`src/hw/panelPkg.sv`:
```
// ------------------------------------------------------------------------
// geometry, address map and shared enums for the 32x16 two-half panel
// pixel memory is write-only over AXI; only the control word reads back
// ------------------------------------------------------------------------
`default_nettype none

package panelPkg;

    // panel geometry, one half is 8 rows of 32 columns
    localparam int PanelColumns = 32;
    localparam int SubpanelRows = 8;
    localparam int ColumnBits = 5;
    localparam int RowBits = 3;

    // lane depth index is {row, column}
    localparam int LaneAddrBits = 8;
    // 2 subpanels times 2 bytes per pixel
    localparam int LaneCount = 4;
    localparam int LaneWidth = 8;

    // bit planes and binary weighted hold
    localparam int PlaneCount = 5;
    localparam int PlaneBits = 3;
    localparam int PlaneHoldBase = 4;
    // longest hold is PlaneHoldBase << 4, i.e. 64 cycles
    localparam int HoldCountBits = 7;

    // AXI address map
    localparam int AxiAddrBits = 12;
    localparam logic [AxiAddrBits-1:0] ControlAddr = 12'h800;
    localparam int ScanEnableBit = 0;
    // pixel byte address fields, bits above the guard bit must be zero
    localparam int AddrGuardBit = 10;
    localparam int AddrSubpanelBit = 9;
    localparam int AddrColumnLsb = 1;

    typedef enum logic [1:0] {
        OKAY = 2'b00,
        SLVERR = 2'b10
    } axiResp;

    typedef enum logic [2:0] {
        Fetch,
        Shift,
        Blank,
        Latch,
        Hold
    } scanState;

endpackage

`default_nettype wire
```
`src/hw/axiPixelWriter.sv`:
```
// ------------------------------------------------------------------------
// AXI4-Lite slave, no bursts; AW and W must both be valid to be accepted
// pixel space is write-only, reads other than the control word get SLVERR
// ------------------------------------------------------------------------
`timescale 1ns/100ps
`default_nettype none

module axiPixelWriter (
    input  wire                                     ClockA,
    input  wire                                     rstN,
    // write address and data
    input  wire                                     AWVALID,
    output logic                                    AWREADY,
    input  wire [panelPkg::AxiAddrBits-1:0]         AWADDR,
    input  wire                                     WVALID,
    output logic                                    WREADY,
    input  wire [31:0]                              WDATA,
    input  wire [3:0]                               WSTRB,
    // write response
    output logic                                    BVALID,
    input  wire                                     BREADY,
    output panelPkg::axiResp                        BRESP,
    // read side, control register only
    input  wire                                     ARVALID,
    output logic                                    ARREADY,
    input  wire [panelPkg::AxiAddrBits-1:0]         ARADDR,
    output logic                                    RVALID,
    input  wire                                     RREADY,
    output logic [31:0]                             RDATA,
    output panelPkg::axiResp                        RRESP,
    // frame buffer write port
    output logic                                    PixelWrEn,
    output logic [panelPkg::LaneAddrBits:0]         PixelAddr,
    output logic [15:0]                             PixelData,
    output logic [1:0]                              PixelByteEn,
    output logic                                    ScanEnable
);

    logic awReadyQ;
    logic wrHandshake;
    logic rdHandshake;
    logic wrIsPixel;
    logic wrIsControl;
    logic rdIsControl;

    // one ready pulse serves both AW and W
    assign AWREADY = awReadyQ;
    assign WREADY = awReadyQ;
    // valids hold their payload, so the ready pulse always meets them
    assign wrHandshake = awReadyQ && AWVALID && WVALID;
    assign rdHandshake = ARREADY && ARVALID;

    // pixel space is everything with the guard bit and above clear
    assign wrIsPixel = (AWADDR[panelPkg::AxiAddrBits-1:panelPkg::AddrGuardBit] == '0);
    assign wrIsControl = (AWADDR == panelPkg::ControlAddr);
    assign rdIsControl = (ARADDR == panelPkg::ControlAddr);

    // buffer write request, valid only in the handshake cycle
    assign PixelWrEn = wrHandshake && wrIsPixel;
    // {subpanel, row, column} straight out of the byte address
    assign PixelAddr = AWADDR[panelPkg::AddrSubpanelBit:panelPkg::AddrColumnLsb];
    assign PixelData = WDATA[15:0];
    assign PixelByteEn = WSTRB[1:0];

    // handshake and response control
    always_ff @(posedge ClockA) begin
        if (!rstN) begin
            awReadyQ <= 1'b0;
            BVALID <= 1'b0;
            ARREADY <= 1'b0;
            RVALID <= 1'b0;
            ScanEnable <= 1'b0;
        end else begin
            // no new write while a response is still pending
            awReadyQ <= AWVALID && WVALID && !BVALID && !awReadyQ;
            if (wrHandshake) begin
                BVALID <= 1'b1;
            end else if (BREADY) begin
                BVALID <= 1'b0;
            end
            ARREADY <= ARVALID && !RVALID && !ARREADY;
            if (rdHandshake) begin
                RVALID <= 1'b1;
            end else if (RREADY) begin
                RVALID <= 1'b0;
            end
            // control word, low byte strobe guards the enable bit
            if (wrHandshake && wrIsControl && WSTRB[0]) begin
                ScanEnable <= WDATA[panelPkg::ScanEnableBit];
            end
        end
    end

    // response payload, held until the next handshake
    always_ff @(posedge ClockA) begin
        if (wrHandshake) begin
            BRESP <= (wrIsPixel || wrIsControl) ? panelPkg::OKAY : panelPkg::SLVERR;
        end
        if (rdHandshake) begin
            RDATA <= '0;
            RRESP <= panelPkg::SLVERR;
            if (rdIsControl) begin
                RDATA[panelPkg::ScanEnableBit] <= ScanEnable;
                RRESP <= panelPkg::OKAY;
            end
        end
    end

endmodule

`default_nettype wire

```
`config.mk`:
```
export PLATFORM = sky130hd
export DESIGN_NAME = axiPixelWriter
export DESIGN_NICKNAME = d
export VERILOG_FILES = /design/src/hw/panelPkg.sv /design/src/hw/axiPixelWriter.sv
export SDC_FILE = /design/constraint.sdc
export NUM_CORES = 1
export LEC_CHECK = 0
export CAP_MARGIN = 10
export CORE_AREA = 4 4 51 53
export CTS_CLUSTER_SIZE = 20
export DETAILED_ROUTE_END_ITERATION = 6
export DIE_AREA = 0 0 55 57
export DONT_BUFFER_PORTS = 1
export PLACE_DENSITY = 0.57
export SETUP_SLACK_MARGIN = 0.3
export SLEW_MARGIN = 20
export SYNTH_ARGS = -nofsm -noshare
export SYNTH_HDL_FRONTEND = slang
export SYNTH_SLANG_ARGS = --single-unit
export TNS_END_PERCENT = 50
```
`constraint.sdc`:
```
create_clock -name ClockA -period 1.52 [get_ports ClockA]
set_input_delay 0.152 -clock ClockA [delete_from_list [all_inputs] [get_ports ClockA]]
set_output_delay 0.152 -clock ClockA [all_outputs]
set_load 0.03 [all_outputs]
```
==> results_dict.tcl <==
set metrics [dict create \
    status "completed" \
    ys_types 23 \
    grt_use_met3 0.0574 \
    antenna_found_initial 0 \
    yosys.area.top_type "buf_4" \
    setup_ws_ns 0.352 \
    grt.busiest_layer "met2" \
    peakVddDrop_mv 0.353 \
    synthCells 98 \
    skew_ns 0.00155 \
    min_path_type "in2reg" \
    grt_start_max_net_pins 7 \
    yosys_warnings 0 \
    p_leak_nw 0.283 \
    clock-sinks 8 \
    fmax_mhz 857 \
    synth_top_cell_area_share 0.545 \
    syn_area_per_cell_sq_um 8.58 \
    final.period_utilization 0.768 \
    crit_slowest_cell "dfxtp_4" \
    groute.layer.met1.usage 0.0670 \
    end_kind "primary output" \
    path_cells "nand3_4 -> nor3_4 -> buf_6" \
    crit_path_start "AWREADY" \
    yosysMostFrequentCell "buf_4" \
    drtPass1Iterations 4 \
    arrival_ns 1.02 \
    power.total_mw 0.550 \
    clkLatencyLatePin_ns 0.25 \
    grt_first_pass_wirelength_um 1700 \
    route.vias.total 459 \
    drcViolationCount 0 \
    maxCapViolCount 0 \
    path_delay_family "flip-flops" \
    drv_slew 0 \
    finalHoldViolCount 0 \
    gp_congestion 0.626 \
    nets 148 \
    grt.total_usage 0.0797 \
    root_buffer "clkbuf_4" \
    viasPerCell 4.25 \
    routedWlPerCell_um 14.0 \
    clkTransAtPathRegs_ns 0.05 \
    die_area_sq_mm 0.00314 \
    ys_seq_area_frac 0.226 \
    use_met2 0.127 \
    core-area_sq_mm 0.00215 \
    initial_utilization 0.391 \
    fillers 234 \
    drt_iter0_markers 12 \
    die_y_um 57 \
    overflow 0 \
    cp.required_ns 1.37 \
    rows 17 \
    syn_to_final_growth_pct -22.6 \
    wl_um 1520 \
    rsz0062_at_grt "yes" \
    fin_crit_ns 1.17 \
    cts_max_level 1 \
    dp_slack_ns 0.144 \
    syn_area_sq_um 841 \
    reg2reg_from "AWREADY" \
    synth_edf_count 3 \
    worstSetupPathType "reg2out" \
    portBuffers 0 \
    cts-buffers-inserted 3 \
    synth_flop_cell "dfxtp_1" \
    post-dp-hpwl_um 1320 \
    crit_buf_inv 1 \
    min_from "rstN" \
    synth_seq_cells 8 \
    diodes 0 \
    cts_tree "yes" \
    tns_ns 0 \
    finalSetupViolations 0 \
    die_w_um 55 \
    final_antenna_net_count 0 \
    synthTopCellsByArea "buf_4 54%, dfxtp_1 12%, edfxtp_1 11%" \
    pin_count 137 \
    cp-start-kind "register" \
    async_flop_share 0 \
    cpPeakStageDelay_ns 0.35 \
    powerDensity_mw_per_mm2 845 \
    cp_max_fo 2 \
    synth_common_cells "61 x buf_4, 5 x dfxtp_1, 4 x nor2_1" \
    layout-drive-gt1-share 0.200 \
    clockBufferDepth 2 \
    grt_pass1_vias 400 \
]
final cells by class:
type                    count  area, sq um  area share
well taps                  28         35.0      0.0538
inverters                   2         7.51      0.0115
multi-input cells          59          329       0.506
clock buffers               4         26.3      0.0404
repair buffers              7         58.8      0.0904
flip-flops and latches      8          194       0.298
sequential cells by signal, indices dropped and copies added, names as in the netlist:
name	count
ARREADY	1
AWREADY	1
BRESP	1
BVALID	1
RDATA	1
RRESP	1
RVALID	1
ScanEnable	1
path summary, 6_finish.rpt:
kind | to | slack [ns] | cells past startpoint
worst max-delay path | PixelWrEn | 0.35 | 3
worst min-delay path | AWREADY | 0.03 | 2
worst min register to register | AWREADY | 0.59 | 1
worst max register to register | ScanEnable | 0.41 | 4
timing repair:
| item | 4_1_cts | 5_1_grt |
|---|---|---|
| endpoints found under the hold margin | 0 | 1 |
| setup buffers | 0 | 2 |
| resized for setup | 2 | 3 |
| pin swaps | 0 | 2 |
| setup endpoints to repair | 1 | 1 |
| hold buffers | 0 | 1 |
logic make-up after synthesis:
kind of cell / synth area share
AOI/OAI and AO/OA: 0.0179
other: 0.00446
and+or+nand+nor: 0.186
muxes: 0.0119
DFF: 0.226
buffers and inverters: 0.554
per-layer routing:
layer,vias to the layer above,routed length [um]
met5,-,0
met4,0,61
met3,14,324
met2,59,743
met1,195,387
li1,191,-
where the power goes:
group	switching (mW)	total, mW	internal (mW)	leakage, nW
registers	0.0124	0.239	0.226	0.0707
clock network	0.0701	0.170	0.100	0.0150
logic	0.122	0.140	0.0183	0.198
total	0.205	0.550	0.345	0.283
stage by stage:
step	hold WS, ns	cells	instance area [sq um]	util
2_1_floorplan	0.270	130	972	-
3_3_place_gp	0.272	101	579	0.270
3_5_place_dp	0.274	101	579	0.270
4_1_cts	0.00635	105	612	0.285
5_1_grt	0.0358	108	651	0.303
6_report	0.0302	108	651	0.303
placed cells by master (no fill, tap or decap), drive strengths merged:
cell type	Yosys	final
nand2b	1	1
o21a	1	1
nor4b	1	1
nor4bb	1	1
nand2	2	2
edfxtp	3	3
a21boi	1	1
mux2i	1	1
or4	2	2
clkbuf	0	4
conb	1	33
nor3	2	2
inv	2	2
dfxtp	5	5
and2	1	1
nand3	2	2
buf	61	6
dlygate4sd3	0	1
or4b	1	1
nor2	4	4
nand4b	1	1
nor4	3	3
nand4	1	1
nor2b	1	1
(Power assumes the default switching activity.)
