===== config.mk =====
export PLATFORM = sky130hd
export DESIGN_NAME = panelScanner
export DESIGN_NICKNAME = d
export VERILOG_FILES = /design/src/hw/panelPkg.sv /design/src/hw/panelScanner.sv
export SDC_FILE = /design/constraint.sdc
export NUM_CORES = 1
export LEC_CHECK = 0
export ABC_AREA = 0
export BUFFER_PORTS_ARGS = -buffer_cell sky130_fd_sc_hd__buf_2
export CAP_MARGIN = 20
export CORE_MARGIN = 5
export CORE_UTILIZATION = 35
export DETAILED_ROUTE_END_ITERATION = 12
export PLACE_DENSITY = 0.59
export RECOVER_POWER = 25
export SYNTH_ARGS = -nofsm -noshare
export SYNTH_HDL_FRONTEND = slang
export SYNTH_SLANG_ARGS = --single-unit

===== constraint.sdc =====
create_clock -name ClockA -period 4.1 [get_ports ClockA]
set_input_delay 0 -clock ClockA [delete_from_list [all_inputs] [get_ports ClockA]]
set_output_delay 0 -clock ClockA [all_outputs]
set_load 0.005 [all_outputs]

===== src/hw/panelPkg.sv =====
// ------------------------------------------------------------------------
// geometry, address map and shared enums for the 32x16 two-half panel
// pixel memory is write-only over AXI; only the control word reads back
// ------------------------------------------------------------------------
`default_nettype none

package panelPkg;

    // panel geometry, one half is 8 rows of 32 columns
    localparam int PanelColumns = 32;
    localparam int SubpanelRows = 8;
    localparam int ColumnBits = 5;
    localparam int RowBits = 3;

    // lane depth index is {row, column}
    localparam int LaneAddrBits = 8;
    // 2 subpanels times 2 bytes per pixel
    localparam int LaneCount = 4;
    localparam int LaneWidth = 8;

    // bit planes and binary weighted hold
    localparam int PlaneCount = 5;
    localparam int PlaneBits = 3;
    localparam int PlaneHoldBase = 4;
    // longest hold is PlaneHoldBase << 4, i.e. 64 cycles
    localparam int HoldCountBits = 7;

    // AXI address map
    localparam int AxiAddrBits = 12;
    localparam logic [AxiAddrBits-1:0] ControlAddr = 12'h800;
    localparam int ScanEnableBit = 0;
    // pixel byte address fields, bits above the guard bit must be zero
    localparam int AddrGuardBit = 10;
    localparam int AddrSubpanelBit = 9;
    localparam int AddrColumnLsb = 1;

    typedef enum logic [1:0] {
        OKAY = 2'b00,
        SLVERR = 2'b10
    } axiResp;

    typedef enum logic [2:0] {
        Fetch,
        Shift,
        Blank,
        Latch,
        Hold
    } scanState;

endpackage

`default_nettype wire

===== src/hw/panelScanner.sv =====
// ------------------------------------------------------------------------
// scans both halves at once, 5 bit planes per row, lit only in Hold
// colour lines are valid while ShiftClock is high; idles at a row start
// ------------------------------------------------------------------------
`timescale 1ns/100ps
`default_nettype none

module panelScanner (
    input  wire                                 ClockA,
    input  wire                                 rstN,
    input  wire                                 ScanEnable,
    output logic [panelPkg::LaneAddrBits-1:0]   ReadAddr,
    input  wire [31:0]                          ReadData,
    output logic                                R1,
    output logic                                G1,
    output logic                                B1,
    output logic                                R2,
    output logic                                G2,
    output logic                                B2,
    output logic                                ShiftClock,
    output logic                                PanelLatch,
    output logic                                PanelBlank,
    output logic [panelPkg::RowBits-1:0]        RowAddr
);

    panelPkg::scanState state;
    logic [panelPkg::ColumnBits-1:0] colCnt;
    logic [panelPkg::RowBits-1:0] rowCnt;
    logic [panelPkg::PlaneBits-1:0] planeCnt;
    logic [panelPkg::HoldCountBits-1:0] holdCnt;
    logic [2:0] topRgb;
    logic [2:0] bottomRgb;
    logic shiftNow;

    // pick the plane bit of each colour from an RGB565 word
    function automatic logic [2:0] planeColour(
        input logic [15:0] pixel,
        input logic [panelPkg::PlaneBits-1:0] plane
    );
        logic [2:0] rgb;
        // red in 15:11
        rgb[2] = pixel[11 + plane];
        // green in 10:5, its lsb is skipped
        rgb[1] = pixel[6 + plane];
        rgb[0] = pixel[plane];
        return rgb;
    endfunction

    // read address is {row, column}, data comes back in Shift
    assign ReadAddr = {rowCnt, colCnt};
    assign shiftNow = (state == panelPkg::Shift);

    assign topRgb = planeColour(ReadData[15:0], planeCnt);
    assign bottomRgb = planeColour(ReadData[31:16], planeCnt);
    // colour lines stay low outside Shift
    assign R1 = shiftNow && topRgb[2];
    assign G1 = shiftNow && topRgb[1];
    assign B1 = shiftNow && topRgb[0];
    assign R2 = shiftNow && bottomRgb[2];
    assign G2 = shiftNow && bottomRgb[1];
    assign B2 = shiftNow && bottomRgb[0];

    assign ShiftClock = shiftNow;
    assign PanelLatch = (state == panelPkg::Latch);
    // display lit only during the plane hold
    assign PanelBlank = (state != panelPkg::Hold);

    always_ff @(posedge ClockA) begin
        if (!rstN) begin
            state <= panelPkg::Fetch;
            colCnt <= '0;
            rowCnt <= '0;
            planeCnt <= '0;
            holdCnt <= '0;
            RowAddr <= '0;
        end else begin
            case (state)
                panelPkg::Fetch: begin
                    // wait here at a row start while the scan is disabled
                    if (ScanEnable || colCnt != '0 || planeCnt != '0) begin
                        state <= panelPkg::Shift;
                    end
                end
                panelPkg::Shift: begin
                    if (colCnt == panelPkg::ColumnBits'(panelPkg::PanelColumns - 1)) begin
                        colCnt <= '0;
                        state <= panelPkg::Blank;
                    end else begin
                        colCnt <= colCnt + 1'b1;
                        state <= panelPkg::Fetch;
                    end
                end
                panelPkg::Blank: begin
                    // row address follows the row just shifted in
                    RowAddr <= rowCnt;
                    state <= panelPkg::Latch;
                end
                panelPkg::Latch: begin
                    // hold is PlaneHoldBase << plane cycles
                    holdCnt <= panelPkg::HoldCountBits'(
                        (panelPkg::PlaneHoldBase << planeCnt) - 1);
                    state <= panelPkg::Hold;
                end
                panelPkg::Hold: begin
                    if (holdCnt == '0) begin
                        state <= panelPkg::Fetch;
                        if (planeCnt == panelPkg::PlaneBits'(panelPkg::PlaneCount - 1)) begin
                            planeCnt <= '0;
                            if (rowCnt == panelPkg::RowBits'(panelPkg::SubpanelRows - 1)) begin
                                rowCnt <= '0;
                            end else begin
                                rowCnt <= rowCnt + 1'b1;
                            end
                        end else begin
                            planeCnt <= planeCnt + 1'b1;
                        end
                    end else begin
                        holdCnt <= holdCnt - 1'b1;
                    end
                end
                default: state <= panelPkg::Fetch;
            endcase
        end
    end

endmodule

`default_nettype wire


==> flow_summary.ini, run 1 <==
[cells_and_area]
area_growth_pct = 18.27
final_util_pct = 42.39
drive_gt1_share_pct = 32.68
layout.nets = 311
antenna_cells = 0
post-route-cell-area_um2 = 2495
stdcell_count = 332
n_fill_cell = 595

[synthesis]
async_flop_share_pct = 0
synthFlopType = dfxtp_1
synth.distinct_cells = 51
synth_warnings = 0
synth_edf_count = 0
avgSynthCellArea_um2 = 10.09
netlist_area_um2 = 2110
synthesis.nets = 262
syn-instance-count = 209
yosysSeqAreaShare_pct = 22.78
synth-seq-cells = 24

[global_route]
grt_max_degree = 22
grt_pass1_vias = 1763
grt.total_usage_pct = 13.13
grt_pass1_wl_um = 8252
antenna_found_initial = 0
overflow = 0

[pwr]
p_per_area_nw_per_um2 = 209.1
power_frac_seq_pct = 45.9
share_comb_of_total_power_pct = 13.1
clkPwrFrac_pct = 41.0
switching_share_pct = 22.57
p_leak_nw = 1.021
p_int_mw = 0.4039
peakVddDrop_uv = 127.0
power_switching_mw = 0.1177
fin_total_pwr_mw = 0.5216

[timing]
finalCritPeriodShare_pct = 65.54
final-setup-viol-count = 0
setup_tns_ns = 0
fmax_ghz = 0.3722
finalClockSkew_ns = 0.007187
drv_slew = 0
fin_hold_ws_ns = 0.07322
worst_slew_pin_slew_ns = 0.6740
worst_slack_ns = 1.413
rsz0062_at_grt = no
hold_viol = 0
period_needed_ns = 2.687
slew_headroom_pct = 55.01

[detailed_routing]
post-route-drc-count = 0
viasPerCell = 5.443
drtIter0Drc = 109
dr_total_vias = 1807
first_pass_iters = 4
antenna_left = 0
drt-total-wl_um = 4944
wl_per_cell_um = 14.89

[clock_network]
cts.htree.levels = 1
ctsLongestPathBuffers = 2
clk_latency_ns = 0.27
numClockSinks = 24
cts_buffers = 3
holdBufCountCts = 0
post_cts_resized = 0
post-cts-setup-buffers = 0
path_clk_slew_ns = 0.09
root_buffer = clkbuf_8
cts_tree = yes

[setup_path]
reg2reg_to = holdCnt[5]
worst_setup_path_end_kind = output port
crit_type = reg2out
required_ns = 4.10
crit_chain = inv_1 -> ha_1 -> mux4_2 -> mux2i_1 -> o22ai_1 -> buf_2
cp.arrival_ns = 2.69
cp-start-kind = flop
reg2reg_depth = 6
cp_max_fo = 16
r2r_setup_slack_ns = 1.80
slowest_stage = dfxtp_1
timing.rr.start = planeCnt[1]
cpPeakStageDelay_ns = 0.76

[placement]
place.gp.congestion = 0.8417
port_buffers = 54
place_hpwl_um = 3822
dp.cells = 328
dpl_cell_area_um2 = 2427
pre_cts_slack_ns = 1.718

[status]
status = complete, no violations

[min_path]
hold_class = in2reg
hold_path_end = state[0]
hold_depth = 3
hp-start = ScanEnable

[floorplan]
core_um2 = 5886
die_y_um = 87.64
row_count = 28
die-area_um2 = 7680
start_util_pct = 35.84
die-width_um = 87.64
io_pins = 55

[flow_run]
maxCapViolCount = 0
[power by group through the flow]
stage                     Combinational (mW)  Clock, mW  Sequential, mW
after CTS                             0.0691      0.219           0.240
after global placement                0.0690          0           0.245
after global routing                  0.0759      0.228           0.240
final                                 0.0685      0.214           0.239
after detailed placement              0.0690          0           0.245
after floorplan                       0.0358          0           0.244
[flip-flops by register name (all words and copies together) (netlist names)]
signal / cells
RowAddr: 3
colCnt: 5
holdCnt: 7
planeCnt: 3
rowCnt: 3
state: 3
[critical path: cells and delay by family (launching register included)]
kind / cells / cell delay (ns)
flip-flops: 1 / 0.76
adder cells (fa/ha/maj): 1 / 0.59
multiplexers: 2 / 0.50
AO/OA/AOI/OAI: 1 / 0.11
buffers and inverters: 2 / 0.45
[cell usage in the layout, fill, tap and decap left out, types with 5 or more instances in the layout]
cell type   n
a21oi_1     7
mux4_2     20
inv_1      10
a21boi_0    6
nor2_1     10
mux2i_1     9
o22ai_1     5
ha_1       18
dfxtp_1    24
nand2_1    16
o21ai_0     5
buf_2      51
a211oi_1    7
nand3_1     5
nor2b_1     6
[layout make-up]
cell class	instances	area (um2)	share of cell area, %
flip-flops and latches	24	480.5	19.26
clock inverters	1	30.03	1.204
multi-input cells	163	1534	61.48
well taps	75	93.84	3.761
inverters	11	41.29	1.655
clock buffers	3	41.29	1.655
repair buffers	55	274.0	10.98
[cell families after synthesis]
family | Yosys count | synth area share (%)
AOI/OAI and AO/OA | 47 | 15.60
xor gates and xnor gates | 3 | 1.246
buffers and inverters | 22 | 4.507
and+or+nand+nor | 66 | 19.57
muxes | 29 | 25.62
adders and majority gates | 18 | 10.68
DFF | 24 | 22.78
[worst max-delay path by stage]
stage                start  end  slack (ns)  cells past startpoint
3_5_place_dp   planeCnt[1]   R2        1.72                      6
4_1_cts        planeCnt[1]   R2        1.38                      6
6_report       planeCnt[1]   R1        1.41                      6
5_1_grt        planeCnt[1]   R2        1.17                      6
2_1_floorplan  planeCnt[1]   R1        2.00                      7
3_3_place_gp   planeCnt[1]   R2        1.77                      6
[cell usage after synthesis (all sizes together) (2+ instances only)]
cell type	count	area share [%]
o22ai	5	1.5
clkbuf	4	0.71
a21boi	9	3.2
o21ai	5	1.2
mux2i	9	4.3
o21a	2	0.71
or4	3	1.1
dfxtp	24	23
a31oi	2	0.59
nor2b	6	1.8
nor2	10	1.8
mux4	20	21
and3	2	0.65
and2	3	0.89
nand3b	2	0.71
ha	18	11
or3	2	0.59
nand2	16	2.8
xnor2	2	0.83
nand3	5	1.2
o211ai	2	0.71
inv	11	2.0
nor3	2	0.47
buf	7	1.8
a211oi	7	2.5
nor4b	4	2.7
nor4	2	0.59
nand2b	3	0.89
a21oi	8	2.1
nor3b	2	1.2
[layer usage]
| layer | global-route usage, % | up-vias | share of wire [%] |
|---|---|---|---|
| li1 | - | 901 | - |
| met2 | 21.44 | 42 | 47 |
| met5 | 0 | - | 0 |
| met3 | 2.540 | 4 | 5.4 |
| met4 | 3.487 | 0 | 0.77 |
| met1 | 17.75 | 860 | 47 |
Note: power is estimated with default switching activity, not from simulation.
==> inputs of run 2 (changes only) <==
PLACE_DENSITY = 0.61   (was 0.59)
clock period = 2.2 ns   (was 4.1 ns; I/O delays follow)
==> run 2 against run 1 <==
Total power grew 68%. Via count grew 2.5%. Sequential power grew 87%. Sequential share of layout area shrank 0.19 points. Die area is the same. Final cell count grew 1.2%. Non-clock buffer count grew 4. Clock skew shrank 0.0042 ns. Critical path depth is the same. Critical endpoint is now G2. Highest routed layer unchanged.
==> flow_summary.ini, run 2 (same netlist as run 1, synthesis figures left out) <==
[clock_network]
clk_latency_ns = 0.26
path_clk_slew_ns = 0.09
cts.htree.levels = 1
post-cts-setup-buffers = 0
post_cts_resized = 0
ctsLongestPathBuffers = 2
holdBufCountCts = 0
cts_buffers = 3
cts_tree = yes
root_buffer = clkbuf_8
numClockSinks = 24

[detailed_routing]
post-route-drc-count = 0
drt-total-wl_um = 4938
wl_per_cell_um = 14.70
antenna_left = 0
drtIter0Drc = 108
viasPerCell = 5.512
first_pass_iters = 4
dr_total_vias = 1852

[floorplan]
die-area_um2 = 7680
io_pins = 55
die-width_um = 87.64
start_util_pct = 35.84
die_y_um = 87.64
row_count = 28
core_um2 = 5886

[timing]
drv_slew = 0
setup_tns_ns = 0
final-setup-viol-count = 0
fmax_ghz = 0.4915
finalClockSkew_ns = 0.002962
finalCritPeriodShare_pct = 92.48
slew_headroom_pct = 65.33
worst_slew_pin_slew_ns = 0.5182
hold_viol = 0
period_needed_ns = 2.035
rsz0062_at_grt = no

[status]
status = complete, no violations

[placement]
port_buffers = 54
place.gp.congestion = 0.7675
place_hpwl_um = 3839
dpl_cell_area_um2 = 2470
dp.cells = 332

[setup_path]
cp_num_buf_inv = 2
reg2reg_to = holdCnt[2]
required_ns = 2.20
cp.arrival_ns = 2.03
worst_setup_path_end_kind = output port
timing.rr.start = holdCnt[0]
cp-start-kind = flop
cpMostUsedCell = a211oi_1
slowest_stage = mux4_2
crit_chain = buf_12 -> mux4_2 -> nor2b_1 -> a211oi_1 -> a211oi_1 -> buf_2
cp_max_fo = 24
crit_type = reg2out
r2r_setup_slack_ns = 0.42
cpPeakStageDelay_ns = 0.52
reg2reg_depth = 6
crit_family = multiplexers

[global_route]
antenna_found_initial = 0
grt_pass1_wl_um = 8535
overflow = 0
grt.total_usage_pct = 13.43
grt_max_degree = 25
grt_pass1_vias = 1818

[min_path]
hold_depth = 3
hp-start = ScanEnable
hold_class = in2reg
hold_path_end = state[0]

[cells_and_area]
final_common_cell = buf_2
largest_reg_flops = 7
reg_top3 = holdCnt: 7 flops, colCnt: 5 flops
stdcell_count = 336
layout.nets = 315
mostFrequentLayoutCells = buf_2 (50), dfxtp_1 (24), mux4_2 (20)
drive_gt1_share_pct = 33.33
antenna_cells = 0
area_growth_pct = 19.45
post-route-cell-area_um2 = 2520
final_util_pct = 42.81
top_register = holdCnt
n_fill_cell = 604

[pwr]
share_comb_of_total_power_pct = 14.6
clkPwrFrac_pct = 34.6
switching_share_pct = 23.78
p_int_mw = 0.6690
p_leak_nw = 1.033
power_frac_seq_pct = 50.8
power_switching_mw = 0.2088
peakVddDrop_uv = 169.7
p_per_area_nw_per_um2 = 348.3

[flow_run]
maxCapViolCount = 0
## run 2: how the worst max path moves through the flow
stage | start | endpoint | slack, ns | cells after the start
final | planeCnt[0] | G2 | 0.17 | 6
after global routing | planeCnt[0] | G2 | 0.06 | 6
after CTS | planeCnt[0] | G2 | 0.15 | 6
after detailed placement | planeCnt[0] | G2 | 0.45 | 6
after global placement | planeCnt[0] | G2 | 0.45 | 6
after floorplan | planeCnt[1] | R1 | 0.10 | 7
## run 2: layout make-up
type / instances / area (um2) / share of cell area [%]
inverters: 11 / 41.29 / 1.639
multi-input cells: 163 / 1534 / 60.87
well taps: 75 / 93.84 / 3.724
repair buffers: 59 / 315.3 / 12.51
clock buffers: 4 / 55.05 / 2.185
flip-flops and latches: 24 / 480.5 / 19.07
## run 2: worst reg2reg max path: cells and delay by family, from the launching register on
family | cells | cell delay [ns]
AND/OR/NAND/NOR | 2 | 0.67
AO/OA/AOI/OAI | 2 | 0.41
flip-flops | 1 | 0.34
adder cells (fa/ha/maj) | 1 | 0.16
buffers and inverters | 1 | 0.09
## run 2: per-stage QoR
step | power, mW | hold WS, ns | setup slack (ns)
floorplan | 0.5220 | 0.1546 | 0.1033
global placement | 0.5825 | 0.3465 | 0.4485
detailed placement | 0.5845 | 0.3547 | 0.4548
CTS | 0.8934 | 0.07392 | 0.1501
global route | 0.9239 | 0.07348 | 0.05855
finish | 0.8777 | 0.07454 | 0.1654
## run 2: metal layers
| layer | track usage (%) | vias to the layer above | wire [um] |
|---|---|---|---|
| met2 | 22.53 | 53 | 2349 |
| met1 | 17.56 | 884 | 2211 |
| li1 | - | 905 | - |
| met3 | 2.164 | 10 | 295 |
| met5 | 0 | - | 0 |
| met4 | 4.463 | 0 | 80 |
## run 2: power groups by stage
stage | Sequential (mW) | Combinational [mW] | Clock [mW]
after global placement | 0.456 | 0.126 | 0
after global routing | 0.448 | 0.141 | 0.336
after floorplan | 0.455 | 0.0667 | 0
final | 0.446 | 0.128 | 0.304
after CTS | 0.446 | 0.129 | 0.319
after detailed placement | 0.456 | 0.128 | 0
==> inputs of run 3 (changes only) <==
ABC_AREA = 1   (was 0)
PLACE_DENSITY = 0.6   (was 0.61)
==> run 3 against run 2 <==
Global-route usage rose by 1.9 points. Clock skew rose by 0.0017 ns. Final cell count rose by 50%. First-iteration DRC count fell by 13%. Critical path depth rose by 2. Core utilization fell by 0.28 points. Area after synthesis rose by 5.3%. Sequential cell count did not move. Maximum frequency rose by 1.3%. Total power rose by 17%. Sequential share of layout area fell by 1.0 points. Critical endpoint is now G1.
==> flow_summary.ini, run 3 <==
[global_route]
overflow = 0
antenna_found_initial = 0
grt.total_usage_pct = 15.28
grt_pass1_vias = 2221
grt_pass1_wl_um = 9853
grt_max_degree = 56

[cells_and_area]
stdcell_count = 503
largest_reg_flops = 7
final_common_cell = nand2_1
antenna_cells = 0
drive_gt1_share_pct = 17.14
top_register = holdCnt
mostFrequentLayoutCells = nand2_1 (89), inv_1 (47), nor2_1 (45)
reg_top3 = holdCnt: 7 flops, colCnt: 5 flops
area_growth_pct = 20.23
layout.nets = 480

[floorplan]
io_pins = 55
row_count = 29
core_um2 = 6277
die_y_um = 89.66
die-width_um = 89.66
die-area_um2 = 8038
start_util_pct = 35.38

[synthesis]
synth.distinct_cells = 25
synth-seq-cells = 24
async_flop_share_pct = 0
syn-instance-count = 370
synth_edf_count = 0
yosysSeqAreaShare_pct = 21.63
synthMostInstantiatedCell = nand2_1
synth_area_leader_cell = dfxtp_1
ys_top_cells_by_count = nand2_1 (89), inv_1 (48), nor2_1 (45)
synthFlopType = dfxtp_1
netlist_area_um2 = 2221
synthesis.nets = 423
yosys-top-cells-area = dfxtp_1 (22%), nand2_1 (15%), ha_1 (10%)
avgSynthCellArea_um2 = 6.002
synth_warnings = 0
synth_top_area_share_pct = 21.63

[pwr]
p_per_area_nw_per_um2 = 384.0
peakVddDrop_uv = 285.5
p_leak_nw = 1.330

[min_path]
hold_class = in2reg

[setup_path]
required_ns = 2.20
cp.arrival_ns = 2.01
crit_type = reg2out
cp-start-kind = flop
worst_setup_path_end_kind = output port
cp_max_fo = 10

[timing]
period_needed_ns = 2.009
worst_slew_pin_slew_ns = 0.4731
drv_slew = 0
hold_viol = 0
final-setup-viol-count = 0
finalCritPeriodShare_pct = 91.31
fmax_ghz = 0.4978
setup_tns_ns = 0
finalClockSkew_ns = 0.004690
slew_headroom_pct = 68.46
rsz0062_at_grt = no

[placement]
port_buffers = 54
place.gp.congestion = 0.8773
place_hpwl_um = 4641
dp.cells = 494

[detailed_routing]
post-route-drc-count = 0
dr_total_vias = 2440
drtIter0Drc = 94
first_pass_iters = 4
drt-total-wl_um = 6024
antenna_left = 0
wl_per_cell_um = 11.98
viasPerCell = 4.851

[flow_run]
maxCapViolCount = 0

[clock_network]
numClockSinks = 24
ctsLongestPathBuffers = 2
path_clk_slew_ns = 0.09
holdBufCountCts = 0
root_buffer = clkbuf_8
cts_buffers = 3
clk_latency_ns = 0.27
cts_tree = yes
cts.htree.levels = 1

[status]
status = complete, no violations
==> run 3: cell types whose count changed after synthesis, moves of 14 or more <==
cell / delta
a21oi_1: +14
inv_1: +38
mux4_2: -20
nand2_1: +73
nand3_1: +37
nor2_1: +35
o211ai_1: +17
o21ai_0: +21
==> run 3: cells by family after synthesis <==
group                      synth area share [%]
AOI/OAI and AO/OA                         17.63
buffers and inverters                     11.89
xor gates and xnor gates                  1.183
and+or+nand+nor                           37.52
DFF                                       21.63
adders and majority gates                 10.14
==> run 3: timing repair <==
item | CTS | global route
setup endpoints to repair | 0 | 3
buffers inserted | 0 | 5
resized for setup | 0 | 3
==> run 3: path summary, 6_finish.rpt <==
kind / start / end / slack, ns / depth (start not counted)
worst max-delay path: planeCnt[2] / G1 / 0.19 / 8
worst min-delay path: ScanEnable / state[0] / 0.07 / 5
worst max register to register: planeCnt[0] / holdCnt[5] / 0.56 / 8
worst min register to register: rowCnt[2] / RowAddr[2] / 0.50 / 2
==> run 3: per-stage QoR <==
| step | utilization (%) | hold slack [ns] | worst slack (ns) | area [um2] | power [mW] |
|---|---|---|---|---|---|
| 4_1_cts | 42.02 | 0.06670 | 0.06673 | 2638 | 1.042 |
| 3_3_place_gp | 40.88 | 0.3463 | 0.3626 | 2566 | 0.6412 |
| 6_report | 42.54 | 0.06591 | 0.1911 | 2670 | 1.025 |
| 2_1_floorplan | - | 0.1384 | 0.3200 | 2221 | 0.5595 |
| 3_5_place_dp | 40.88 | 0.3574 | 0.3924 | 2566 | 0.6416 |
| 5_1_grt | 42.54 | 0.09931 | 0.06721 | 2670 | 1.083 |
==> run 3: worst max-delay path: stages, from the launching register on <==
cell and delay (ns):
dfxtp_2 0.43, inv_1 0.21, ha_1 0.43, inv_1 0.16
nand3_1 0.10, nand3_1 0.09, nand2_1 0.07, nor2_1 0.10
buf_2 0.12
==> run 3: cell type report <==
cell class                      instances  area (um2)
Fill cell                             711        3607
Multi-Input combinational cell        281        1479
Sequential cell                        24       481.7
Timing Repair Buffer                   65       340.3
Inverter                               52       201.4
Tap cell                               77       96.34
Clock buffer                            3       41.29
Clock inverter                          1       30.03
==> run 3: per-layer routing <==
layer | share of wire, % | track usage (%)
met3 | 5.3 | 3.558
met2 | 46 | 25.40
met1 | 47 | 20.50
met5 | 0 | 0
met4 | 0.68 | 2.436
==> run 3: report_power, final <==
part	total [mW]	internal [mW]	switching, mW
sequential	0.457	0.445	0.0124
clock	0.397	0.243	0.154
combinational	0.171	0.0748	0.0962
